[src/include/uart_defs.svh]
`ifndef UART_DEFS_SVH
`define UART_DEFS_SVH

// register bus address width
`define UART_ADDR_W       3
// data byte width
`define UART_DATA_W       8

// tx fifo depth and a counter width that holds the full count
`define UART_FIFO_DEPTH   16
`define UART_FIFO_CNT_W   5

// divisor latch width
`define UART_DL_W         16
// baud enables per serial bit
`define UART_OVERSAMPLE   16

`define UART_LCR_RESET    8'h03
`define UART_LSR_RESET    8'h60
`define UART_IIR_RESET    4'h1

`define UART_LC_STB       2
`define UART_LC_PEN       3
`define UART_LC_EPS       4
`define UART_LC_DLAB      7

`define UART_MC_DTR       0
`define UART_MC_RTS       1
`define UART_MC_OUT1      2
`define UART_MC_OUT2      3
`define UART_MC_LOOP      4

`define UART_IE_THRE      1
`define UART_IE_MS        3

`define UART_LS_THRE      5
`define UART_LS_TEMT      6

`endif

[src/verilog/uart_pkg.sv]
`include "uart_defs.svh"

package uart_pkg;

    // divisor latch lsb/msb sit on 0 and 1 while dlab is set
    typedef enum logic [`UART_ADDR_W-1:0] {
        REG_TR = 0,
        REG_IE = 1,
        REG_II = 2,
        REG_LC = 3,
        REG_MC = 4,
        REG_LS = 5,
        REG_MS = 6
    } uart_reg_e;

    typedef enum logic [2:0] {
        TX_IDLE,
        TX_START,
        TX_DATA,
        TX_PARITY,
        TX_STOP
    } tx_state_e;

    // iir[3:1] codes
    typedef enum logic [2:0] {
        INT_MS   = 3'b000,
        INT_THRE = 3'b001
    } int_id_e;

endpackage

[src/verilog/uart_modem_int.sv]
`timescale 1ns/1ps
`include "uart_defs.svh"

module uart_modem_int
    import uart_pkg::*;
(
    input  logic       clk,
    input  logic       wb_rst_i,
    input  logic [3:0] modem_inputs_i,
    input  logic [4:0] mcr_i,
    input  logic [3:0] ier_i,
    input  logic       msr_rd_i,
    input  logic       iir_rd_i,
    input  logic       tf_push_i,
    input  logic       fifo_empty_i,
    output logic [7:0] msr_o,
    output logic [3:0] iir_o,
    output logic       int_o
);

    logic       cts;
    logic       dsr;
    logic       ri;
    logic       dcd;
    logic [3:0] modem_now;
    logic       thre_clear;
    logic       thre_int;
    logic       ms_int;

    // loopback ties the modem status back to mcr
    assign {cts, dsr, ri, dcd} = mcr_i[`UART_MC_LOOP] ?
        {mcr_i[`UART_MC_RTS], mcr_i[`UART_MC_DTR], mcr_i[`UART_MC_OUT1], mcr_i[`UART_MC_OUT2]} :
        ~modem_inputs_i;
    assign modem_now = {dcd, ri, dsr, cts};

    always_ff @(posedge clk or posedge wb_rst_i)
    begin
        if (wb_rst_i)
            msr_o <= '0;
        else
        begin
            msr_o[7:4] <= modem_now;
            msr_o[3:0] <= msr_rd_i ? 4'b0000 : msr_o[3:0] | (modem_now ^ msr_o[7:4]);
        end
    end

    always_ff @(posedge clk or posedge wb_rst_i)
    begin
        if (wb_rst_i)
            thre_clear <= 1'b0;
        else if (tf_push_i)
            thre_clear <= 1'b0;  // new byte re-arms thre
        else if (iir_rd_i)
            thre_clear <= 1'b1;
    end

    always_ff @(posedge clk or posedge wb_rst_i)
    begin
        if (wb_rst_i)
        begin
            thre_int <= 1'b0;
            ms_int   <= 1'b0;
            int_o    <= 1'b0;
        end
        else
        begin
            thre_int <= ier_i[`UART_IE_THRE] && fifo_empty_i && !thre_clear;
            ms_int   <= ier_i[`UART_IE_MS] && (|msr_o[3:0]);
            int_o    <= thre_int || ms_int;
        end
    end

    // thre ranks above modem status
    always_ff @(posedge clk or posedge wb_rst_i)
    begin
        if (wb_rst_i)
            iir_o <= `UART_IIR_RESET;
        else if (thre_int)
            iir_o <= {INT_THRE, 1'b0};
        else if (ms_int)
            iir_o <= {INT_MS, 1'b0};
        else
            iir_o <= `UART_IIR_RESET;
    end

endmodule

[src/verilog/uart_regs.sv]
`timescale 1ns/1ps
`include "uart_defs.svh"

module uart_regs
    import uart_pkg::*;
(
    input  logic                    clk,
    input  logic                    wb_rst_i,
    input  logic [`UART_ADDR_W-1:0] wb_addr_i,
    input  logic [`UART_DATA_W-1:0] wb_dat_i,
    output logic [`UART_DATA_W-1:0] wb_dat_o,
    input  logic                    wb_we_i,
    input  logic                    wb_re_i,
    output logic                    tf_push_o,
    output logic [`UART_DATA_W-1:0] tf_data_o,
    input  logic                    fifo_empty_i,
    input  logic                    tx_idle_i,
    input  logic [7:0]              msr_i,
    input  logic [3:0]              iir_i,
    output logic                    baud_en_o,
    output logic [7:0]              lcr_o,
    output logic [4:0]              mcr_o,
    output logic [3:0]              ier_o,
    output logic                    msr_rd_o,
    output logic                    iir_rd_o,
    output logic                    rts_pad_o,
    output logic                    dtr_pad_o
);

    uart_reg_e             reg_addr;
    logic                  dlab;
    logic                  wr_thr;
    logic [`UART_DL_W-1:0] dl;
    logic [`UART_DL_W-1:0] dlc;
    logic                  start_dlc;
    logic [7:0]            lsr;

    assign reg_addr  = uart_reg_e'(wb_addr_i);
    assign dlab      = lcr_o[`UART_LC_DLAB];
    assign wr_thr    = wb_we_i && (reg_addr == REG_TR) && !dlab;
    assign rts_pad_o = mcr_o[`UART_MC_RTS];
    assign dtr_pad_o = mcr_o[`UART_MC_DTR];

    always_comb
    begin
        case (reg_addr)
            REG_TR:  wb_dat_o = dlab ? dl[`UART_DATA_W-1:0] : '0;  // no receiver behind rb
            REG_IE:  wb_dat_o = dlab ? dl[`UART_DL_W-1:`UART_DATA_W] : {4'b0000, ier_o};
            REG_II:  wb_dat_o = {4'b1100, iir_i};
            REG_LC:  wb_dat_o = lcr_o;
            REG_MC:  wb_dat_o = {3'b000, mcr_o};
            REG_LS:  wb_dat_o = lsr;
            REG_MS:  wb_dat_o = msr_i;
            default: wb_dat_o = '0;
        endcase
    end

    always_ff @(posedge clk or posedge wb_rst_i)
    begin
        if (wb_rst_i)
        begin
            lcr_o     <= `UART_LCR_RESET;
            ier_o     <= '0;
            mcr_o     <= '0;
            dl        <= '0;
            tf_push_o <= 1'b0;
            start_dlc <= 1'b0;
        end
        else
        begin
            tf_push_o <= wr_thr;
            start_dlc <= 1'b0;
            if (wb_we_i)
            begin
                case (reg_addr)
                    REG_TR:
                        if (dlab)
                        begin
                            dl[`UART_DATA_W-1:0] <= wb_dat_i;
                            start_dlc            <= 1'b1;  // restart baud count
                        end
                    REG_IE:
                        if (dlab)
                            dl[`UART_DL_W-1:`UART_DATA_W] <= wb_dat_i;
                        else
                            ier_o <= wb_dat_i[3:0];
                    REG_LC:  lcr_o <= wb_dat_i;
                    REG_MC:  mcr_o <= wb_dat_i[4:0];
                    default: ;
                endcase
            end
        end
    end

    always_ff @(posedge clk)
    begin
        if (wr_thr)
            tf_data_o <= wb_dat_i;
    end

    always_ff @(posedge clk or posedge wb_rst_i)
    begin
        if (wb_rst_i)
        begin
            msr_rd_o <= 1'b0;
            iir_rd_o <= 1'b0;
        end
        else
        begin
            msr_rd_o <= wb_re_i && (reg_addr == REG_MS);
            iir_rd_o <= wb_re_i && (reg_addr == REG_II);
        end
    end

    // one baud enable pulse every dl clocks
    always_ff @(posedge clk or posedge wb_rst_i)
    begin
        if (wb_rst_i)
        begin
            dlc       <= '0;
            baud_en_o <= 1'b0;
        end
        else if (start_dlc)
        begin
            dlc       <= dl;
            baud_en_o <= 1'b0;
        end
        else if (dl == '0)
        begin
            dlc       <= '0;
            baud_en_o <= 1'b0;
        end
        else if (dlc < 2)
        begin
            dlc       <= dl;  // reload on expiry
            baud_en_o <= 1'b1;
        end
        else
        begin
            dlc       <= dlc - 1'b1;
            baud_en_o <= 1'b0;
        end
    end

    always_ff @(posedge clk or posedge wb_rst_i)
    begin
        if (wb_rst_i)
            lsr <= `UART_LSR_RESET;
        else
        begin
            lsr                <= '0;
            lsr[`UART_LS_THRE] <= fifo_empty_i;
            lsr[`UART_LS_TEMT] <= fifo_empty_i && tx_idle_i;
        end
    end

endmodule

[src/verilog/uart_top.sv]
`timescale 1ns/1ps
`include "uart_defs.svh"

module uart_top (
    input  logic                    clk,
    input  logic                    wb_rst_i,
    input  logic [`UART_ADDR_W-1:0] wb_addr_i,
    input  logic [`UART_DATA_W-1:0] wb_dat_i,
    output logic [`UART_DATA_W-1:0] wb_dat_o,
    input  logic                    wb_we_i,
    input  logic                    wb_re_i,
    input  logic [3:0]              modem_inputs_i,  // cts, dsr, ri, dcd
    output logic                    stx_pad_o,
    output logic                    rts_pad_o,
    output logic                    dtr_pad_o,
    output logic                    int_o
);

    logic                    tf_push;
    logic [`UART_DATA_W-1:0] tf_data;
    logic                    tf_pop;
    logic                    fifo_empty;
    logic [`UART_DATA_W-1:0] fifo_data;
    logic                    tx_idle;
    logic                    baud_en;
    logic [7:0]              lcr;
    logic [4:0]              mcr;
    logic [3:0]              ier;
    logic [7:0]              msr;
    logic [3:0]              iir;
    logic                    msr_rd;
    logic                    iir_rd;

    uart_regs regs (
        .clk          (clk),
        .wb_rst_i     (wb_rst_i),
        .wb_addr_i    (wb_addr_i),
        .wb_dat_i     (wb_dat_i),
        .wb_dat_o     (wb_dat_o),
        .wb_we_i      (wb_we_i),
        .wb_re_i      (wb_re_i),
        .tf_push_o    (tf_push),
        .tf_data_o    (tf_data),
        .fifo_empty_i (fifo_empty),
        .tx_idle_i    (tx_idle),
        .msr_i        (msr),
        .iir_i        (iir),
        .baud_en_o    (baud_en),
        .lcr_o        (lcr),
        .mcr_o        (mcr),
        .ier_o        (ier),
        .msr_rd_o     (msr_rd),
        .iir_rd_o     (iir_rd),
        .rts_pad_o    (rts_pad_o),
        .dtr_pad_o    (dtr_pad_o)
    );

    uart_tx_fifo tx_fifo (
        .clk      (clk),
        .wb_rst_i (wb_rst_i),
        .push_i   (tf_push),
        .data_i   (tf_data),
        .pop_i    (tf_pop),
        .data_o   (fifo_data),
        .empty_o  (fifo_empty)
    );

    uart_transmitter transmitter (
        .clk          (clk),
        .wb_rst_i     (wb_rst_i),
        .baud_en_i    (baud_en),
        .lcr_i        (lcr),
        .fifo_empty_i (fifo_empty),
        .fifo_data_i  (fifo_data),
        .pop_o        (tf_pop),
        .tx_idle_o    (tx_idle),
        .stx_pad_o    (stx_pad_o)
    );

    uart_modem_int modem_int (
        .clk            (clk),
        .wb_rst_i       (wb_rst_i),
        .modem_inputs_i (modem_inputs_i),
        .mcr_i          (mcr),
        .ier_i          (ier),
        .msr_rd_i       (msr_rd),
        .iir_rd_i       (iir_rd),
        .tf_push_i      (tf_push),
        .fifo_empty_i   (fifo_empty),
        .msr_o          (msr),
        .iir_o          (iir),
        .int_o          (int_o)
    );

endmodule

[src/verilog/uart_transmitter.sv]
`timescale 1ns/1ps
`include "uart_defs.svh"

module uart_transmitter
    import uart_pkg::*;
(
    input  logic                    clk,
    input  logic                    wb_rst_i,
    input  logic                    baud_en_i,
    input  logic [7:0]              lcr_i,
    input  logic                    fifo_empty_i,
    input  logic [`UART_DATA_W-1:0] fifo_data_i,
    output logic                    pop_o,
    output logic                    tx_idle_o,
    output logic                    stx_pad_o
);

    localparam int TICK_W = $clog2(`UART_OVERSAMPLE);

    tx_state_e               state;
    logic [TICK_W-1:0]       tick_cnt;
    logic                    bit_done;
    logic [2:0]              bit_idx;
    logic [2:0]              last_bit;
    logic [`UART_DATA_W-1:0] word_mask;
    logic [`UART_DATA_W-1:0] shreg;
    logic                    parity_bit;
    logic                    second_stop;

    assign bit_done  = baud_en_i && (tick_cnt == TICK_W'(`UART_OVERSAMPLE - 1));
    assign last_bit  = {1'b0, lcr_i[1:0]} + 3'd4;  // 5..8 data bits
    assign word_mask = 8'hFF >> (2'd3 - lcr_i[1:0]);
    assign pop_o     = (state == TX_IDLE) && baud_en_i && !fifo_empty_i;
    assign tx_idle_o = (state == TX_IDLE);

    always_ff @(posedge clk or posedge wb_rst_i)
    begin
        if (wb_rst_i)
        begin
            state       <= TX_IDLE;
            tick_cnt    <= '0;
            bit_idx     <= '0;
            second_stop <= 1'b0;
        end
        else
        begin
            if (state == TX_IDLE)
                tick_cnt <= '0;
            else if (baud_en_i)
                tick_cnt <= tick_cnt + 1'b1;
            case (state)
                TX_IDLE:
                    if (pop_o)
                        state <= TX_START;
                TX_START:
                    if (bit_done)
                    begin
                        state   <= TX_DATA;
                        bit_idx <= '0;
                    end
                TX_DATA:
                    if (bit_done)
                    begin
                        bit_idx <= bit_idx + 1'b1;
                        if (bit_idx == last_bit)
                        begin
                            state       <= lcr_i[`UART_LC_PEN] ? TX_PARITY : TX_STOP;
                            second_stop <= 1'b0;
                        end
                    end
                TX_PARITY:
                    if (bit_done)
                    begin
                        state       <= TX_STOP;
                        second_stop <= 1'b0;
                    end
                TX_STOP:
                    if (bit_done)
                    begin
                        if (lcr_i[`UART_LC_STB] && !second_stop)
                            second_stop <= 1'b1;
                        else
                            state <= TX_IDLE;
                    end
                default: state <= TX_IDLE;
            endcase
        end
    end

    // byte and its parity latched with the pop
    always_ff @(posedge clk)
    begin
        if (pop_o)
        begin
            shreg      <= fifo_data_i;
            parity_bit <= (^(fifo_data_i & word_mask)) ~^ lcr_i[`UART_LC_EPS];
        end
        else if ((state == TX_DATA) && bit_done)
            shreg <= shreg >> 1;
    end

    always_ff @(posedge clk or posedge wb_rst_i)
    begin
        if (wb_rst_i)
            stx_pad_o <= 1'b1;
        else
        begin
            case (state)
                TX_START:  stx_pad_o <= 1'b0;
                TX_DATA:   stx_pad_o <= shreg[0];  // lsb first
                TX_PARITY: stx_pad_o <= parity_bit;
                default:   stx_pad_o <= 1'b1;
            endcase
        end
    end

    a_idle_line_high: assert property (@(posedge clk) disable iff (wb_rst_i)
        (state == TX_IDLE) |-> stx_pad_o);

endmodule

[src/verilog/uart_tx_fifo.sv]
`timescale 1ns/1ps
`include "uart_defs.svh"

module uart_tx_fifo (
    input  logic                    clk,
    input  logic                    wb_rst_i,
    input  logic                    push_i,
    input  logic [`UART_DATA_W-1:0] data_i,
    input  logic                    pop_i,
    output logic [`UART_DATA_W-1:0] data_o,
    output logic                    empty_o
);

    localparam int PTR_W = $clog2(`UART_FIFO_DEPTH);

    logic [`UART_DATA_W-1:0]     mem [`UART_FIFO_DEPTH];
    logic [PTR_W-1:0]            wr_ptr;
    logic [PTR_W-1:0]            rd_ptr;
    logic [`UART_FIFO_CNT_W-1:0] count;
    logic                        full;
    logic                        push_ok;
    logic                        pop_ok;

    assign full    = (count == `UART_FIFO_DEPTH);
    assign empty_o = (count == '0);
    assign push_ok = push_i && !full;  // push into full fifo is lost
    assign pop_ok  = pop_i && !empty_o;
    assign data_o  = mem[rd_ptr];

    always_ff @(posedge clk)
    begin
        if (push_ok)
            mem[wr_ptr] <= data_i;
    end

    always_ff @(posedge clk or posedge wb_rst_i)
    begin
        if (wb_rst_i)
        begin
            wr_ptr <= '0;
            rd_ptr <= '0;
            count  <= '0;
        end
        else
        begin
            if (push_ok)
                wr_ptr <= wr_ptr + 1'b1;  // wraps at depth
            if (pop_ok)
                rd_ptr <= rd_ptr + 1'b1;
            case ({push_ok, pop_ok})
                2'b10:   count <= count + 1'b1;
                2'b01:   count <= count - 1'b1;
                default: count <= count;
            endcase
        end
    end

    // host must poll thre before writing
    a_no_push_full: assert property (@(posedge clk) disable iff (wb_rst_i) push_i |-> !full);

    a_no_pop_empty: assert property (@(posedge clk) disable iff (wb_rst_i) pop_i |-> !empty_o);

endmodule
[config.mk]
export PLATFORM = sky130hd
export DESIGN_NAME = uart_top
export DESIGN_NICKNAME = d
export VERILOG_FILES = /design/src/verilog/uart_pkg.sv /design/src/verilog/uart_modem_int.sv /design/src/verilog/uart_regs.sv /design/src/verilog/uart_top.sv /design/src/verilog/uart_transmitter.sv /design/src/verilog/uart_tx_fifo.sv
export VERILOG_INCLUDE_DIRS = /design/src /design/src/include
export SDC_FILE = /design/constraint.sdc
export NUM_CORES = 1
export LEC_CHECK = 0
export BUFFER_PORTS_ARGS = -buffer_cell sky130_fd_sc_hd__buf_4
export CORE_ASPECT_RATIO = 0.7
export CORE_MARGIN = 2
export CORE_UTILIZATION = 50
export DETAILED_ROUTE_END_ITERATION = 7
export GPL_TIMING_DRIVEN = 0
export PLACE_DENSITY = 0.66
export SLEW_MARGIN = 40
export SYNTH_ARGS = -nofsm -noshare
export SYNTH_HDL_FRONTEND = slang
export SYNTH_SLANG_ARGS = --single-unit
[constraint.sdc]
create_clock -name clk -period 4.99 [get_ports clk]
set_input_delay 0.998 -clock clk [delete_from_list [all_inputs] [get_ports clk]]
set_output_delay 0.998 -clock clk [all_outputs]
set_load 0.1 [all_outputs]
==> results.tsv <==
stage	metric	value	unit
logic_synthesis	sequential share of the synthesized area	64.83	%
hold_path	worst hold path class	flop to flop	
sta	setup TNS	0	ps
grt	largest net degree at the start of global routing	49	
clock_tree	Clock Latency Late Sink	500	ps
critical_path	Max FO, Critical Path	9	
grt	initial antenna violation count	0	
sta	Slew Limit Fails	0	
clock_tree	Reg clk slew, reported paths	70	ps
sta	Least-Margin Pin Slew	756.9	ps
sta	worst setup margin	1301	ps
routing	final wirelength	23.29	mm
sta	unrepaired setup endpoints after global routing	false	
floorplanning	Die W	176.3	um
critical_path	Worst setup EP type	primary output	
sta	fmax	271.1	MHz
power_and_ir_drop	PwrDens	478.2	nW/um^2
clock_tree	post-CTS setup buffer count	0	
routing	DR WL met2	10.24	mm
clock_tree	H-tree depth	1	
sta	final hold violation count	0	
floorplanning	I/O Pins	31	
grt	global-route wire length before repair	36.93	mm
logic_synthesis	synthesized area	10390	um^2
floorplanning	Rows	44	
logic_synthesis	top-area cell type share of the netlist area	41.89	%
logic_synthesis	area leader, netlist	edfxtp_1	
routing	via-per-instance ratio	5.792	
sta	Rel. slew slack	49.08	%
clock_tree	CTS sink cnt	240	
finish	Layout Nets	831	
floorplanning	initial cell density of the core	50.62	%
logic_synthesis	Synth cell types	58	
grt	global-route usage over all layers	22.02	%
finish	Multi-input gate area	3487	um^2
logic_synthesis	synthesized area per cell	14.09	um^2
routing	violation count after the first detailed-routing iteration	760	
power_and_ir_drop	LEAKAGE	4.406	nW
sta	Period Utilization, post-route	73.92	%
logic_synthesis	cell with the most instances after synthesis	edfxtp_1	
logic_synthesis	Async S/R FF share, synth	39.58	%
clock_tree	TritonCTS clock tree	done	
finish	Fillers	1643	
power_and_ir_drop	worst vdd ir	257.3	uV
routing	1st-pass router iterations	5	
logic_synthesis	Syn Inst Count	738	
finish	Layout Utilization	57.54	%
routing	drc violations	0	
placement	GP Congestion	0.9207	
routing	Routed Antenna Nets	0	
floorplanning	die area	21980	um^2
clock_tree	Root Buffer	clkbuf_16	
routing	met3 wire length	1.597	mm
clock_tree	Hold Buf Count CTS	0	
grt	GRT overflow	0	
critical_path	CP Data Arrival Time	2690	ps
run	max-cap violations	0	
finish	Area growth syn-to-layout	13.67	%
routing	Vias	6325	
critical_path	critical path type	input pin to primary output	
logic_synthesis	yosys warns	0	
grt	vias in the first global route	6303	
floorplanning	core area	20530	um^2
finish	layout cell share with drive strength beyond 1	20.00	%
critical_path	startpoint types	input pin	
sta	Setup Viol. Count Final	0	
clock_tree	clock tree buffer depth	3	
run_status	outcome	finished, final reports clean	
critical_path	CP Data Required Time	3990	ps
logic_synthesis	Synth Net Count	770	
clock_tree	CTS Buf Count	23	
routing	Top Metal Used	met4	
placement	Final HPWL DP	16.26	mm
logic_synthesis	FF+latch count, synth	240	
logic_synthesis	Top FF cell, synth	edfxtp_1	
routing	Met1 Routed Length	11.14	mm
sta	clk_skew	13.97	ps
sta	fin crit period	3689	ps
routing	WL/cell	21.33	um
logic_synthesis	Post-synth EDFFs	145	
logic_synthesis	commonest cells in the netlist	edfxtp_1 (145), dfrtp_1 (89), nand2_1 (63), nor2_1 (63), o21ai_0 (35)	
placement	Port Buf Inserts	29	
finish	flip-flop and latch area	6739	um^2
clock_tree	# resized after CTS	0	
placement	dpl ws	1416	ps
floorplanning	Die Span Y	124.6	um
logic_synthesis	top post-synthesis cells by area	edfxtp_1 (42%), dfrtp_1 (21%), mux4_2 (6.9%)	
## per-stage QoR
stage,area [um^2],power (mW),hold WS (ps),instances
after global routing,11810,5.928,386.3,1091
after floorplan,10400,3.641,346.1,738
after global placement,10960,3.971,364.1,1043
after CTS,11810,5.682,368.2,1091
final,11820,5.651,374.6,1092
after detailed placement,11110,4.029,356.1,1050
## registers in the layout (all words and copies together) (netlist names), 2 cells and up
| register | count |
|---|---|
| modem_int.iir_o | 2 |
| modem_int.msr_o | 8 |
| regs.dl | 16 |
| regs.dlc | 16 |
| regs.ier_o | 4 |
| regs.lcr_o | 8 |
| regs.lsr | 2 |
| regs.mcr_o | 5 |
| regs.tf_data_o | 8 |
| transmitter.bit_idx | 3 |
| transmitter.shreg | 8 |
| transmitter.state | 3 |
| transmitter.tick_cnt | 4 |
| tx_fifo.count | 5 |
| tx_fifo.mem | 128 |
| tx_fifo.rd_ptr | 4 |
| tx_fifo.wr_ptr | 4 |
## cell families after synthesis
| logic type | Yosys count | synth area share [%] |
|---|---|---|
| xor+xnor | 38 | 3.334 |
| simple gates | 209 | 9.437 |
| buf+inv | 57 | 2.251 |
| mux | 86 | 12.54 |
| fa+ha+maj | 13 | 1.637 |
| flops | 240 | 64.83 |
| compound gates | 95 | 5.970 |
## critical path, cell delays in order
cell and delay [ps]:
clkbuf_1 220, nand2b_1 300, nor3b_1 560, a22oi_1 180, o21ai_0 110, buf_4 320
## metal layers
layer / track usage (%) / vias to the layer above
li1: - / 2868
met1: 36.06 / 3200
met2: 31.42 / 229
met3: 3.388 / 28
met4: 3.986 / 0
met5: 0 / -
## cell usage in the layout, fill, tap and decap left out, drive strengths merged, types with 4 or more instances in the layout
| master | count |
|---|---|
| a211oi | 6 |
| a21o | 5 |
| a21oi | 15 |
| a221o | 4 |
| a22o | 5 |
| a22oi | 7 |
| buf | 45 |
| clkbuf | 51 |
| clkinv | 11 |
| dfrtp | 89 |
| dfstp | 6 |
| edfxtp | 145 |
| ha | 12 |
| inv | 24 |
| mux2 | 34 |
| mux2i | 20 |
| mux4 | 32 |
| nand2 | 63 |
| nand2b | 8 |
| nand3 | 15 |
| nand4 | 6 |
| nor2 | 63 |
| nor2b | 11 |
| nor3 | 11 |
| nor4 | 11 |
| o21ai | 35 |
| or3 | 4 |
| xnor2 | 21 |
| xor2 | 16 |
## cell type report
cell class,count,area share (%)
Inverter,24,0.8047
Multi-Input combinational cell,441,29.51
Antenna cell,1,0.02118
Timing Repair Buffer,36,2.562
Tap cell,276,2.922
Clock inverter,14,0.9318
Sequential cell,240,57.03
Clock buffer,27,4.998
Buffer,33,1.218
## final timing paths
path | startpoint | end | slack [ps] | cells after the start
setup / recovery | wb_addr_i[2] | wb_dat_o[7] | 1300 | 6
hold / removal | modem_int.thre_int | modem_int.iir_o[1] | 370 | 0
setup reg to reg | transmitter.state[0] | tx_fifo.count[4] | 1700 | 12
hold reg to reg | modem_int.thre_int | modem_int.iir_o[1] | 370 | 0
max in group asynchronous | wb_rst_i | regs.lcr_o[0] | 3800 | 4
min in group asynchronous | wb_rst_i | transmitter.bit_idx[1] | 400 | 2
## where the power goes
part / total, mW / leakage, nW / internal (mW) / switching [mW]
Sequential: 2.57 / 2.49 / 2.34 / 0.232
Clock: 1.65 / 0.336 / 0.944 / 0.703
Combinational: 1.44 / 1.58 / 0.635 / 0.802
Total: 5.65 / 4.41 / 3.92 / 1.74
No activity file was read; power rests on OpenSTA's default activity.
